## config.mk

```make
export PLATFORM = sky130hd
export DESIGN_NAME = edge_port
export DESIGN_NICKNAME = d
export VERILOG_FILES = /design/src/hdl/noc_pkg.sv /design/src/hdl/edge_port.sv /design/src/hdl/flit_deserializer.sv /design/src/hdl/flit_serializer.sv
export VERILOG_INCLUDE_DIRS = /design/src /design/src/hdl
export SDC_FILE = /design/constraint.sdc
export NUM_CORES = 1
export LEC_CHECK = 0
export BUFFER_PORTS_ARGS = -buffer_cell sky130_fd_sc_hd__buf_2
export CAP_MARGIN = 25
export CORE_MARGIN = 2
export CORE_UTILIZATION = 30
export CTS_BUF_LIST = sky130_fd_sc_hd__clkbuf_4 sky130_fd_sc_hd__clkbuf_8
export DETAILED_ROUTE_END_ITERATION = 8
export PLACE_DENSITY_LB_ADDON = 0.05
export SLEW_MARGIN = 20
export SYNTH_ARGS = -nofsm -noshare
export SYNTH_HDL_FRONTEND = slang
export SYNTH_HIERARCHICAL = 1
export SYNTH_SLANG_ARGS = --single-unit
```

## constraint.sdc

```tcl
create_clock -name clk -period 10.9 [get_ports clk]
set_clock_uncertainty 0.1 [all_clocks]
set_input_delay 0.545 -clock clk [delete_from_list [all_inputs] [get_ports clk]]
set_output_delay 0.545 -clock clk [all_outputs]
set_load 0.01 [all_outputs]
```

## src/hdl/noc_macros.svh

```systemverilog
// Mesh size, flit and edge nibble constants for the 3x3 mesh network
`ifndef NOC_MACROS_SVH
`define NOC_MACROS_SVH

// ==========================================================
// Mesh geometry
// ==========================================================

// Routers per row and per column
`define NOC_DIM      3
// One coordinate, edges at 0 and 4
`define NOC_COORD_W  3

// ==========================================================
// Flit and edge pin widths
// ==========================================================

`define NOC_FLIT_W   64
`define NOC_NIB_W    4
`define NOC_BEATS    16

// Side select that leaves the pins unconnected
`define NOC_SEL_NONE 3

`endif

```

## src/hdl/noc_pkg.sv

```systemverilog
// Flit, link, nibble and direction types shared across the mesh network
`default_nettype none

`include "noc_macros.svh"

package noc_pkg;

    // Bits left for payload after both destination coordinates
    localparam int payload_w = `NOC_FLIT_W - 2 * `NOC_COORD_W;

    // Destination sits in the top bits of the flit
    typedef struct packed {
        logic [`NOC_COORD_W-1:0] dest_x;
        logic [`NOC_COORD_W-1:0] dest_y;
        logic [payload_w-1:0]    payload;
    } flit_t;

    // One flit on a router or edge link
    typedef struct packed {
        logic  valid;
        flit_t flit;
    } link_t;

    // Pin pair of one mesh side
    typedef struct packed {
        logic                  valid;
        logic [`NOC_NIB_W-1:0] data;
    } nibble_t;

    // Router port index
    typedef enum logic [1:0] {
        dir_north = 2'd0,
        dir_east  = 2'd1,
        dir_south = 2'd2,
        dir_west  = 2'd3
    } dir_e;

endpackage

`default_nettype wire

```

## src/hdl/edge_port.sv

```systemverilog
// Mesh side port with select steering over three edge positions
`timescale 1ns/1ps
`default_nettype none

`include "noc_macros.svh"

module edge_port (
    input  wire                   clk,
    input  wire                   rst_n,
    input  wire [1:0]             sel,
    input  wire noc_pkg::nibble_t nib_in,
    output noc_pkg::nibble_t      nib_out,
    output noc_pkg::link_t        to_mesh   [`NOC_DIM],
    input  wire noc_pkg::link_t   from_mesh [`NOC_DIM],
    output logic                  ser_busy  [`NOC_DIM]
);

    noc_pkg::nibble_t des_nib [`NOC_DIM];
    noc_pkg::nibble_t ser_nib [`NOC_DIM];

    // ==========================================================
    // One deserializer and one serializer per edge position
    // ==========================================================
    for (genvar k = 0; k < `NOC_DIM; k++) begin : g_pos
        // Only the selected position sees input strobes
        assign des_nib[k].valid = nib_in.valid && (sel == 2'(k));
        assign des_nib[k].data  = nib_in.data;

        flit_deserializer u_des (
            .clk      (clk),
            .rst_n    (rst_n),
            .nib      (des_nib[k]),
            .flit_out (to_mesh[k])
        );

        flit_serializer u_ser (
            .clk     (clk),
            .rst_n   (rst_n),
            .flit_in (from_mesh[k]),
            .busy    (ser_busy[k]),
            .nib     (ser_nib[k])
        );
    end

    // Output pins follow the selected serializer, idle otherwise
    always_comb begin
        nib_out = '0;
        if (sel != 2'(`NOC_SEL_NONE)) begin
            nib_out = ser_nib[sel];
        end
    end

endmodule

`default_nettype wire

```

## src/hdl/flit_deserializer.sv

```systemverilog
// Flit deserializer that gathers sixteen edge nibbles into one flit
`timescale 1ns/1ps
`default_nettype none

`include "noc_macros.svh"

module flit_deserializer (
    input  wire                   clk,
    input  wire                   rst_n,
    input  wire noc_pkg::nibble_t nib,
    output noc_pkg::link_t        flit_out
);

    localparam int cnt_w = $clog2(`NOC_BEATS);

    logic [cnt_w-1:0]       beat_cnt;
    logic [`NOC_FLIT_W-1:0] shift_q;
    logic                   done_q;

    // Beat counter, pulses done after the last nibble
    always_ff @(posedge clk) begin
        if (!rst_n) begin
            beat_cnt <= '0;
            done_q   <= 1'b0;
        end else begin
            done_q <= 1'b0;
            if (nib.valid) begin
                if (beat_cnt == cnt_w'(`NOC_BEATS - 1)) begin
                    beat_cnt <= '0;
                    done_q   <= 1'b1;
                end else begin
                    beat_cnt <= beat_cnt + 1'b1;
                end
            end
        end
    end

    // New nibbles enter at the top so the first ends in bits 3:0
    always_ff @(posedge clk) begin
        if (nib.valid) begin
            shift_q <= {nib.data, shift_q[`NOC_FLIT_W-1:`NOC_NIB_W]};
        end
    end

    assign flit_out.valid = done_q;
    assign flit_out.flit  = noc_pkg::flit_t'(shift_q);

endmodule

`default_nettype wire

```

## src/hdl/flit_serializer.sv

```systemverilog
// Flit serializer that shifts a flit out to the edge pins nibble by nibble
`timescale 1ns/1ps
`default_nettype none

`include "noc_macros.svh"

module flit_serializer (
    input  wire                 clk,
    input  wire                 rst_n,
    input  wire noc_pkg::link_t flit_in,
    output logic                busy,
    output noc_pkg::nibble_t    nib
);

    localparam int cnt_w = $clog2(`NOC_BEATS);

    logic [cnt_w-1:0]       beat_cnt;
    logic [`NOC_FLIT_W-1:0] shift_q;
    logic                   active_q;
    logic                   load;

    // A flit is taken only while idle
    assign load = flit_in.valid && !active_q;

    // Shift control, active for exactly one nibble per beat
    always_ff @(posedge clk) begin
        if (!rst_n) begin
            active_q <= 1'b0;
            beat_cnt <= '0;
        end else if (load) begin
            active_q <= 1'b1;
            beat_cnt <= '0;
        end else if (active_q) begin
            beat_cnt <= beat_cnt + 1'b1;
            if (beat_cnt == cnt_w'(`NOC_BEATS - 1)) begin
                active_q <= 1'b0;
            end
        end
    end

    // Least significant nibble leaves first
    always_ff @(posedge clk) begin
        if (load) begin
            shift_q <= flit_in.flit;
        end else if (active_q) begin
            shift_q <= {{`NOC_NIB_W{1'b0}}, shift_q[`NOC_FLIT_W-1:`NOC_NIB_W]};
        end
    end

    // Held high through the last nibble, so bursts never merge
    assign busy      = active_q;
    assign nib.valid = active_q;
    assign nib.data  = shift_q[`NOC_NIB_W-1:0];

endmodule

`default_nettype wire

```

# Yosys cells after proc, flatten, opt, wreduce, memory -nomap -nowiden
# Index checks and enable logic that the tools add are counted.
# totals
ff_bits,414
input_bits,204
elab_cells,80
output_inout_bits,203
# classes
magnitude_cmp,1
add_sub_neg,6
bitwise_logic,2
reduce_logical,19
n_eq_ne,9
mux,25
# ops
op,n
$mux W64,6
$add A4 B1 Y4 const B,6
$eq A4 B4 Y1 const B,6
$mux W5,3
$mux W1,12
$mux W4,3
$bmux W5 S2,1
$logic_and A1 B1 Y1,6
$reduce_and A2 Y1,3
$reduce_bool A2 Y1,3
$reduce_or A2 Y1,3
$ge A3 B3 Y1 const B,1
$logic_not A1 Y1,3
$not A2 Y3,1
$eq A2 B1 Y1 const B,1
$eq A2 B2 Y1 const B,1
$logic_not A2 Y1,1
$ne A2 B2 Y1 const B,1
$not A1 Y1,1

# Depth between registers and ports, before layout
# Gate-level depths: netlist of the first run.
# logic_depth
depth_word,5
mapped_depth,6
mapped_depth_nobuf,5

# Hierarchy
# The synthesis of the first run kept the hierarchy.
# by_module_without_submodules
mod,seq_area_each_um2,cells_each,area_each_um2,n_inst
flit_serializer,2021.9,168,3184.3,3
flit_deserializer,2021.9,88,2145.8,3
edge_port,0.0,15,137.6,1

# Least setup slack after synthesis of the first run
# Ideal clock, no wire load.
# synth_path
path_kind,in2reg
from,input sel[1]
to,register g_pos[0].u_des.beat_cnt[2]
t_arrival_ns,6.430
slack_ns,4.255
n_path_buf,1
t_required_ns,10.685
setup_ns,0.115
cell_stages,5
path_cell_list,buf_4 nor3b_1 nand2_1 xnor2_1 and2_1
# synth_lines
item,line,source
start: declaration,edge_port.sv:10,"input wire [1:0] sel,"
end signal: assignment,flit_deserializer.sv:32,beat_cnt <= beat_cnt + 1'b1;
end: declaration,flit_deserializer.sv:16,logic [cnt_w-1:0] beat_cnt;

# Final worst setup path of the first run
# layout_path
from,register g_pos[0].u_ser.active_q
to,register g_pos[0].u_ser.shift_q[6] (data pin)
# layout_via
elab_chain_cells,3
# layout_lines
item,line,source
start: declaration,flit_serializer.sv:19,logic active_q;
start signal: assignment,flit_serializer.sv:28,active_q <= 1'b0;
start signal: assignment,flit_serializer.sv:31,active_q <= 1'b1;
start signal: assignment,flit_serializer.sv:36,active_q <= 1'b0;
$logic_not A1 Y1,flit_serializer.sv:23,assign load = flit_in.valid && !active_q;
$logic_and A1 B1 Y1,flit_serializer.sv:23,
$mux W64,flit_serializer.sv:43,if (load) begin
end signal: assignment,flit_serializer.sv:44,shift_q <= flit_in.flit;
end signal: assignment,flit_serializer.sv:46,"shift_q <= {{`NOC_NIB_W{1'b0}}, shift_q[`NOC_FLIT_W-1:`NOC_NIB_W]};"
end: declaration,flit_serializer.sv:18,logic [`NOC_FLIT_W-1:0] shift_q;
# Every way passes these cells.
# A chain may end at the register's enable or synchronous reset.

==> results of run 1 <==
-- cells by family (layout without fill, tap and decap cells) --
kind of cell / after synthesis / after routing
xor+xnor: 9 / 9
flops: 414 / 414
simple gates: 79 / 79
buf+inv: 58 / 572
fa+ha+maj: 6 / 6
compound gates: 29 / 29
other cells: 0 / 3
mux: 188 / 188
-- through the flow --
step,power [µW],cell area (µm²),utilization [%]
after CTS,3760,20200,38.1
final,3670,20200,38.1
after global placement,2230,18600,35.2
after floorplan,2150,16100,-
after detailed placement,2230,18600,35.2
after global routing,3850,20200,38.1
-- state kept, by name (all words and copies together) (netlist names) --
name / cells
g_pos.u_des/beat_cnt: 12
g_pos.u_des/done_q: 3
g_pos.u_ser/busy: 3
g_pos.u_ser/shift_q: 192
g_pos.u_des/shift_q: 192
g_pos.u_ser/beat_cnt: 12
-- synthesized netlist by cell type (all sizes together) --
library cell  count
nand3             6
and2              4
and3b             1
xnor2             9
a21oi             9
ha                6
mux2            180
dfxtp            30
nor2b            13
inv              15
o21ai             6
mux2i             8
o311a             3
and3              6
o2bb2ai           5
nor2             15
nand3b            3
nand4             6
buf              43
nand2b            6
edfxtp          384
o21a              3
a21boi            3
nand2             9
nor3b             7
or2               3
-- power by group through the flow --
stage	combinational [µW]	clock (µW)	sequential, µW
6_report	284	1480	1910
5_1_grt	309	1620	1920
4_1_cts	292	1560	1910
3_5_place_dp	289	0	1940
3_3_place_gp	286	0	1950
2_1_floorplan	209	0	1940
-- metal layers --
| metal | track usage, % | up-vias | routed length, µm |
|---|---|---|---|
| met2 | 22.3 | 255 | 18800 |
| met5 | 0 | - | 100 |
| met1 | 14.7 | 4086 | 14800 |
| met3 | 6.07 | 83 | 3040 |
| met4 | 4.40 | 16 | 916 |
| li1 | - | 3924 | - |
-- area by class of cell --
type	count	area share (%)
Clock inverter	26	0.850
Multi-Input combinational cell	311	17.1
Inverter	15	0.279
Tap cell	688	4.27
Antenna cell	3	0.0372
Timing Repair Buffer	417	10.5
Sequential cell	414	60.2
Clock buffer	114	6.73
-- layout by cell type, fill, tap and decap left out, drive strengths merged, types with 4 or more instances in the layout --
cell / instances
inv: 19
xnor2: 9
and2: 4
buf: 413
edfxtp: 384
nor2b: 13
ha: 6
mux2i: 8
clkinv: 19
o21ai: 6
clkbuf: 114
dlygate4sd3: 4
a21oi: 9
nor2: 15
nand2b: 6
nand2: 9
mux2: 180
nor3b: 7
dfxtp: 30
nand3: 6
o2bb2ai: 5
nand4: 6
and3: 6
-- final timing paths --
kind                           endpoint  slack (ps)
max reg2reg   g_pos[0].u_ser/shift_q[6]        8380
max           g_pos[0].u_ser/shift_q[6]        8380
min reg2reg  g_pos[1].u_des/shift_q[47]         330
min          g_pos[2].u_ser/shift_q[46]         110
==> impl_metrics.env, run 1 <==
export IMPL_leakage_uw=0.00816
export IMPL_yosysWarnings=6
export IMPL_regToRegStartpoint="g_pos[0].u_ser/busy"
export IMPL_antenna_found_initial=11
export IMPL_pwr_share_comb_pct=7.7
export IMPL_hold_path_class="in -> reg"
export IMPL_die_area_um2=55600
export IMPL_clk_insertion_delay_late_ps=630
export IMPL_overflow=0
export IMPL_drive_gt1_share_pct=56.4
export IMPL_finalSetupViolCount=0
export IMPL_post_cts_setup_buffer_count=0
export IMPL_synth_top_area_share_pct=71.5
export IMPL_core_um2=52900
export IMPL_yosysTopAreaCell="edfxtp_1"
export IMPL_synth_top_family_by_area="multiplexers"
export IMPL_p_clk_share_pct=40.2
export IMPL_grt_pass1_vias=8678
export IMPL_clockBufferDepth=3
export IMPL_nFillCells=5089
export IMPL_worstHoldStart="from_mesh[46]"
export IMPL_syn_nets=993
export IMPL_vias_per_cell=4.21
export IMPL_floorplan_rows=84
export IMPL_status="finished clean"
export IMPL_gp_congestion=0.732
export IMPL_routed_wl_um=37700
export IMPL_clk_pin_slew_worst_paths_ps=60
export IMPL_p_per_area_nw_per_um2=182
export IMPL_min_period_ps=2520
export IMPL_whs_ps=110
export IMPL_firstDrtPassIters=5
export IMPL_tns_ps=0
export IMPL_worstSetupPathType="reg -> reg"
export IMPL_critical_path_peak_fanout=37
export IMPL_setup_ws_ps=8380
export IMPL_cp_required_ps=11180
export IMPL_area_growth_pct=25.0
export IMPL_hold_depth=2
export IMPL_slew_violations=0
export IMPL_tightest_slew_ps=996
export IMPL_synth_compound_area_share_pct=1.20
export IMPL_cp_depth=3
export IMPL_maxCapViolCount=0
export IMPL_cts_tree="yes"
export IMPL_cpLargestDelayFamily="buffers and inverters"
export IMPL_crit_chain="nand2b_4, buf_4, mux2_2"
export IMPL_ys_ff_latch=414
export IMPL_ff_latch_area_um2=12100
export IMPL_vdd_drop_max_mv=0.0843
export IMPL_io_buffers=406
export IMPL_cts_hold_buf=4
export IMPL_globalRouteTotalUtil_pct=13.2
export IMPL_synthAdderAreaFrac_pct=0.465
export IMPL_syn_mean_instance_area_um2=20.6
export IMPL_synth_xor_area_share_pct=0.489
export IMPL_multi_input_area_um2=3450
export IMPL_die_h_um=236
export IMPL_grt_pass1_wl_um=54500
export IMPL_critPathCaptureType="flop"
export IMPL_fin_cells=1988
export IMPL_htreeDepth=3
export IMPL_intPower_uw=2860
export IMPL_muxShareOfSynthArea_pct=16.2
export IMPL_io_pins=407
export IMPL_rsz0062_at_grt="no"
export IMPL_yosys_area_share_simple_pct=2.97
export IMPL_dieWidth_um=236
export IMPL_crit_buf_inv=1
export IMPL_ys_seq_area_share_pct=75.2
export IMPL_startpoint="g_pos[0].u_ser/busy"
export IMPL_worst_setup_path_start_kind="flop"
export IMPL_switching_power_uw=813
export IMPL_synth_distinct_cells=34
export IMPL_cts_root_buffer="clkbuf_8"
export IMPL_hold_viol=0
export IMPL_netlist_area_um2=16100
export IMPL_seq_power_share_pct=52.0
export IMPL_cts_resized_gates=0
export IMPL_dpl_cell_count=1841
export IMPL_routed_via_count=8364
export IMPL_start_util_pct=30.5
export IMPL_wl_per_cell_um=19.0
export IMPL_max_freq_mhz=396
export IMPL_grt_max_degree=70
export IMPL_cts_sinks=414
export IMPL_crit_path_top_delay_cell="buf_4"
export IMPL_synthTopCellsByArea="edfxtp_1, mux2_4, dfxtp_1, mux2_2, buf_12"
export IMPL_drc=0
export IMPL_post_place_ws_ps=8340
export IMPL_slew_headroom_pct=33.6
export IMPL_finalCritPeriodShare_pct=23.1
export IMPL_syn_inst=783
export IMPL_worstPathArrival_ps=2800
export IMPL_fin_nets=1444
export IMPL_r2r_cells=3
export IMPL_crit_path_max_incr_delay_ps=610
export IMPL_numCtsBuffers=75
export IMPL_swShare_pct=22.1
export IMPL_drt_iter0_markers=323
export IMPL_dp_hpwl_um=25600
export IMPL_final_antenna_net_count=0
No activity file was read; power rests on OpenSTA's default activity.
==> inputs of run 2 (changes only) <==
--- a/config.mk
+++ b/config.mk
@@ -6,6 +6,7 @@
 export SDC_FILE = /design/constraint.sdc
 export NUM_CORES = 1
 export LEC_CHECK = 0
+export ABC_AREA = 1
 export BUFFER_PORTS_ARGS = -buffer_cell sky130_fd_sc_hd__buf_2
 export CAP_MARGIN = 25
 export CORE_MARGIN = 2
==> constraint.sdc (replaced) <==
create_clock -name clk -period 2.44 [get_ports clk]
set_clock_uncertainty 0.1 [all_clocks]
set_input_delay 0.122 -clock clk [delete_from_list [all_inputs] [get_ports clk]]
set_output_delay 0.122 -clock clk [all_outputs]
set_load 0.01 [all_outputs]
==> impl_metrics.env, run 2 <==
export IMPL_finalSetupViolCount=0
export IMPL_worstPathArrival_ps=2460
export IMPL_grt_pass1_wl_um=61900
export IMPL_overflow=0
export IMPL_rsz0062_at_grt="no"
export IMPL_yosysWarnings=6
export IMPL_drc=0
export IMPL_gp_congestion=0.753
export IMPL_grt_busiest_layer="met2"
export IMPL_place_area_um2=18300
export IMPL_r2r_slack_ps=270
export IMPL_syn_mean_instance_area_um2=13.0
export IMPL_whs_ps=69.0
export IMPL_numCtsBuffers=77
export IMPL_cp_required_ps=2730
export IMPL_clockBufferDepth=3
export IMPL_vias_per_cell=4.19
export IMPL_muxShareOfSynthArea_pct=0
export IMPL_yosys_area_share_simple_pct=16.9
export IMPL_top_regs="g_pos.u_des/shift_q: 192 flops, g_pos.u_ser/shift_q: 192 flops"
export IMPL_io_buffers=406
export IMPL_p_clk_share_pct=40.2
export IMPL_final_antenna_net_count=0
export IMPL_area_growth_pct=42.3
export IMPL_multi_input_area_um2=2920
export IMPL_maxCapViolCount=0
export IMPL_min_period_ps=2170
export IMPL_htreeDepth=3
export IMPL_drt_iter0_markers=523
export IMPL_globalRouteTotalUtil_pct=15.0
export IMPL_intPower_uw=12800
export IMPL_cts_tree="yes"
export IMPL_yosysMostFrequentCell="nand2_1"
export IMPL_async_reset_ff_share_pct=0
export IMPL_slew_violations=0
export IMPL_cts_sinks=414
export IMPL_pwr_share_comb_pct=8.9
export IMPL_routed_via_count=11173
export IMPL_floorplan_rows=84
export IMPL_die_area_um2=54500
export IMPL_synth_top_area_share_pct=73.0
export IMPL_mostFrequentLayoutCell="nand2_1"
export IMPL_met3_usage_pct=5.05
export IMPL_die_h_um=233
export IMPL_seq_power_share_pct=50.9
export IMPL_utilization_pct=43.0
export IMPL_status="finished clean"
export IMPL_synth_compound_area_share_pct=0.760
export IMPL_switching_power_uw=3940
export IMPL_fin_nets=2132
export IMPL_swShare_pct=23.5
export IMPL_grt_max_degree=72
export IMPL_routed_wl_um=42900
export IMPL_ys_ff_latch=414
export IMPL_leakage_uw=0.00962
export IMPL_nFillCells=5053
export IMPL_dp_hpwl_um=28000
export IMPL_drive_gt1_share_pct=28.9
export IMPL_synth_ff_type="edfxtp_1"
export IMPL_start_util_pct=30.2
export IMPL_clk_pin_slew_worst_paths_ps=60
export IMPL_dieWidth_um=233
export IMPL_post_cts_setup_buffer_count=0
export IMPL_ff_latch_area_um2=12100
export IMPL_io_pins=407
export IMPL_synth_top_family_by_area="simple AND/OR/NAND/NOR gates"
export IMPL_max_freq_mhz=461
export IMPL_vdd_drop_max_mv=0.337
export IMPL_core_um2=52300
export IMPL_synth_xor_area_share_pct=0.166
export IMPL_diodes=0
export IMPL_synth_distinct_cells=21
export IMPL_hold_path_class="in -> reg"
export IMPL_syn_nets=1430
export IMPL_netlist_area_um2=15800
export IMPL_synth_commonest_cells="nand2_1, edfxtp_1, nor2_1, buf_6, inv_1"
export IMPL_dpl_cell_count=2269
export IMPL_synth_edf_count=384
export IMPL_antenna_found_initial=1
export IMPL_grt_pass1_vias=10904
export IMPL_worstSetupPathType="reg -> reg"
export IMPL_final_cell_mix="nand2_1, buf_2, edfxtp_1"
export IMPL_ys_seq_area_share_pct=76.8
export IMPL_final_cell_area_um2=22500
export IMPL_clk_insertion_delay_late_ps=640
export IMPL_critPathCaptureType="flop"
export IMPL_syn_inst=1220
export IMPL_grt_use_met2_pct=24.7
export IMPL_cts_root_buffer="clkbuf_8"
export IMPL_finalCritPeriodShare_pct=89.0
export IMPL_grtUsageMet1_pct=18.7
export IMPL_wl_per_cell_um=16.1
export IMPL_firstDrtPassIters=4
export IMPL_hold_viol=0
export IMPL_critical_path_peak_fanout=17
export IMPL_yosysTopAreaCell="edfxtp_1"
export IMPL_synthAdderAreaFrac_pct=0.475
export IMPL_tightest_slew_ps=804
export IMPL_p_per_area_nw_per_um2=745
export IMPL_synthTopCellsByArea="edfxtp_1, nand2_1, dfxtp_1, buf_6, nor2_1"
export IMPL_fin_cells=2668
export IMPL_slew_headroom_pct=46.4
export IMPL_worst_setup_path_start_kind="flop"
==> run 2: worst paths after layout <==
check,start,endpoint,depth (start not counted)
worst max register to register,g_pos[1].u_ser/busy,g_pos[1].u_ser/shift_q[37],5
worst min register to register,g_pos[2].u_des/shift_q[44],g_pos[2].u_des/shift_q[40],0
worst max-delay path,g_pos[1].u_ser/busy,g_pos[1].u_ser/shift_q[37],5
worst min-delay path,from_mesh[194],g_pos[0].u_ser/shift_q[28],5
==> run 2: area by class of cell <==
type / count / share of cell area, %
clock inverters: 24 / 0.901
repair buffers: 684 / 21.7
clock buffers: 113 / 5.94
flip-flops and latches: 414 / 54.0
well taps: 688 / 3.83
multi-input cells: 709 / 13.0
inverters: 36 / 0.668
==> run 2: logic make-up after synthesis <==
kind of cell	after synthesis
adders and majority gates	6
and+or+nand+nor	675
AOI/OAI and AO/OA	24
xor gates and xnor gates	3
DFF	414
buffers and inverters	98
==> run 2: power by group through the flow <==
stage / Clock, µW / Sequential (µW) / Combinational, µW
final: 6740 / 8530 / 1500
after global routing: 7360 / 8580 / 1680
after CTS: 7040 / 8540 / 1520
after detailed placement: 0 / 8670 / 1170
after global placement: 0 / 8670 / 1160
after floorplan: 0 / 8660 / 738
==> run 2: through the flow <==
step / setup TNS (ps) / power [µW] / setup WS, ps
2_1_floorplan: -14970 / 9390 / -234
3_3_place_gp: 0 / 9830 / 677
3_5_place_dp: 0 / 9840 / 668
4_1_cts: 0 / 17100 / 43.8
5_1_grt: 0 / 17600 / 136
6_report: 0 / 16800 / 269
==> run 2: worst max-delay path, stage by stage (launching register included) <==
cell and delay [ps]:
dfxtp_2 510, nor2_8 120, nand2_1 70, dlygate4sd3_1 540
nand2_1 40, dlygate4sd3_1 550
==> run 2: layer usage <==
metal  share of wire (%)  up-vias
met5               0.030        -
li1                    -     5491
met1                  42     5293
met2                  48      316
met4                 2.1        2
met3                 7.2       71
==> run 2: what timing repair did <==
item	CTS	global route
hold buffers	261	0
setup endpoints to repair	0	9
gates resized for setup	0	1
endpoints found under the hold margin	248	0
==> inputs of run 3 (changes only) <==
--- a/config.mk
+++ b/config.mk
@@ -13,6 +13,7 @@
 export CORE_UTILIZATION = 30
 export CTS_BUF_LIST = sky130_fd_sc_hd__clkbuf_4 sky130_fd_sc_hd__clkbuf_8
 export DETAILED_ROUTE_END_ITERATION = 8
+export MAX_ROUTING_LAYER = met4
 export PLACE_DENSITY_LB_ADDON = 0.05
 export SLEW_MARGIN = 20
 export SYNTH_ARGS = -nofsm -noshare
==> impl_metrics.env, run 3 (same netlist as run 2, synthesis figures left out) <==
export IMPL_status="finished clean"
export IMPL_gp_congestion=0.763
export IMPL_mostFrequentLayoutCell="nand2_1"
export IMPL_overflow=0
export IMPL_finalCritPeriodShare_pct=89.5
export IMPL_finalSetupViolCount=0
export IMPL_slew_violations=0
export IMPL_antenna_found_initial=1
export IMPL_cts_root_buffer="clkbuf_8"
export IMPL_grtUsageMet1_pct=18.8
export IMPL_fin_cells=2669
export IMPL_floorplan_rows=84
export IMPL_die_h_um=233
export IMPL_numCtsBuffers=77
export IMPL_hold_path_class="in -> reg"
export IMPL_fin_nets=2132
export IMPL_r2r_end="g_pos[1].u_ser/shift_q[37]"
export IMPL_r2r_cells=5
export IMPL_io_pins=407
export IMPL_area_growth_pct=42.4
export IMPL_dpl_cell_count=2269
export IMPL_grt_use_met2_pct=24.7
export IMPL_clk_pin_slew_worst_paths_ps=60
export IMPL_crit_buf_inv=2
export IMPL_routed_wl_um=43000
export IMPL_cp_depth=5
export IMPL_core_um2=52300
export IMPL_grt_max_degree=72
export IMPL_p_per_area_nw_per_um2=746
export IMPL_globalRouteTotalUtil_pct=15.5
export IMPL_crit_path_top_delay_cell="dlygate4sd3_1"
export IMPL_slew_headroom_pct=45.5
export IMPL_clockBufferDepth=3
export IMPL_r2r_slack_ps=260
export IMPL_io_buffers=406
export IMPL_grt_busiest_layer="met2"
export IMPL_max_freq_mhz=458
export IMPL_cp_required_ps=2720
export IMPL_wl_per_cell_um=16.1
export IMPL_dp_hpwl_um=28000
export IMPL_worstSetupPathType="reg -> reg"
export IMPL_cts_sinks=414
export IMPL_final_antenna_net_count=0
export IMPL_die_area_um2=54500
export IMPL_crit_path_end="g_pos[1].u_ser/shift_q[37]"
export IMPL_setup_ws_ps=257
export IMPL_drc=0
export IMPL_post_cts_setup_buffer_count=0
export IMPL_vdd_drop_max_mv=0.338
export IMPL_vias_per_cell=4.18
export IMPL_met3_usage_pct=5.00
export IMPL_grt_pass1_vias=10905
export IMPL_critical_path_peak_fanout=17
export IMPL_regToRegStartpoint="g_pos[1].u_ser/busy"
export IMPL_maxCapViolCount=0
export IMPL_post_place_ws_ps=668
export IMPL_worstPathArrival_ps=2460
export IMPL_clk_insertion_delay_late_ps=640
export IMPL_crit_path_max_incr_delay_ps=550
export IMPL_worst_setup_path_start_kind="flop"
export IMPL_utilization_pct=43.0
export IMPL_firstDrtPassIters=4
export IMPL_cpLargestDelayFamily="buffers and inverters"
export IMPL_tightest_slew_ps=817
export IMPL_final_cell_mix="nand2_1, buf_2, edfxtp_1"
export IMPL_hold_viol=0
export IMPL_crit_chain="nor2_8, nand2_1, dlygate4sd3_1, nand2_1, dlygate4sd3_1"
export IMPL_rsz0062_at_grt="no"
export IMPL_grt_pass1_wl_um=61900
export IMPL_routed_via_count=11158
export IMPL_leakage_uw=0.00962
export IMPL_top_regs="g_pos.u_des/shift_q: 192 flops, g_pos.u_ser/shift_q: 192 flops"
export IMPL_worstHoldStart="from_mesh[194]"
export IMPL_drt_iter0_markers=498
export IMPL_drive_gt1_share_pct=28.9
export IMPL_nFillCells=5053
export IMPL_start_util_pct=30.2
export IMPL_startpoint="g_pos[1].u_ser/busy"
export IMPL_cts_tree="yes"
export IMPL_htreeDepth=3
export IMPL_min_period_ps=2180
export IMPL_critPathCaptureType="flop"
export IMPL_dieWidth_um=233
-- run 3: cell count changes in the layout (fill, tap and decap cells not counted), sizes merged --
cell   change
diode      +1
-- run 3: final cells by class --
class / count / area [µm²] / share of cell area (%)
flip-flops and latches: 414 / 12100 / 53.9
repair buffers: 684 / 4880 / 21.7
multi-input cells: 709 / 2920 / 13.0
clock buffers: 113 / 1340 / 5.94
well taps: 688 / 861 / 3.83
clock inverters: 24 / 203 / 0.901
inverters: 36 / 150 / 0.668
diodes: 1 / 2.50 / 0.0111
-- run 3: power by group --
group | leakage [µW] | switching [µW] | internal (µW)
combinational | 0.00482 | 781 | 716
sequential | 0.00399 | 172 | 8360
clock | 0.000816 | 3000 | 3750
total | 0.00962 | 3950 | 12800
-- run 3: worst min-delay path by stage --
stage,to,slack (ps),cells after the start
finish,g_pos[0].u_ser/shift_q[27],70,5
floorplan,g_pos[0].u_des/shift_q[60],120,0
global placement,g_pos[0].u_des/shift_q[63],260,1
global route,g_pos[0].u_ser/shift_q[28],40,5
detailed placement,g_pos[0].u_des/shift_q[63],260,1
CTS,g_pos[0].u_ser/shift_q[28],0.02,5
-- run 3: per-stage QoR --
step	power, µW	instance area (µm²)	setup TNS (ps)	hold WS [ps]
floorplan	9390	15900	-14970	121
global placement	9830	18300	0	262
detailed placement	9840	18300	0	261
CTS	17100	22500	0	0.0235
global route	17600	22500	0	36.2
finish	16800	22500	0	72.2
-- run 3: worst register-to-register path, delay by kind of cell (launching register included) --
family        cells  cell delay [ps]
buf+inv           2             1090
flops             1              520
simple gates      3              240
-- run 3: timing repair --
action	4_1_cts	5_1_grt
setup endpoints to repair	0	9
gates resized for setup	0	1
hold buffers	261	0
endpoints found under the hold margin	248	0
-- run 3: per-layer routing --
layer | up-vias | routed length, µm | part of all wire, %
met1 | 5290 | 18400 | 43
met2 | 309 | 20700 | 48
li1 | 5489 | - | -
met4 | 0 | 904 | 2.1
met5 | - | 0 | 0
met3 | 70 | 2950 | 6.8
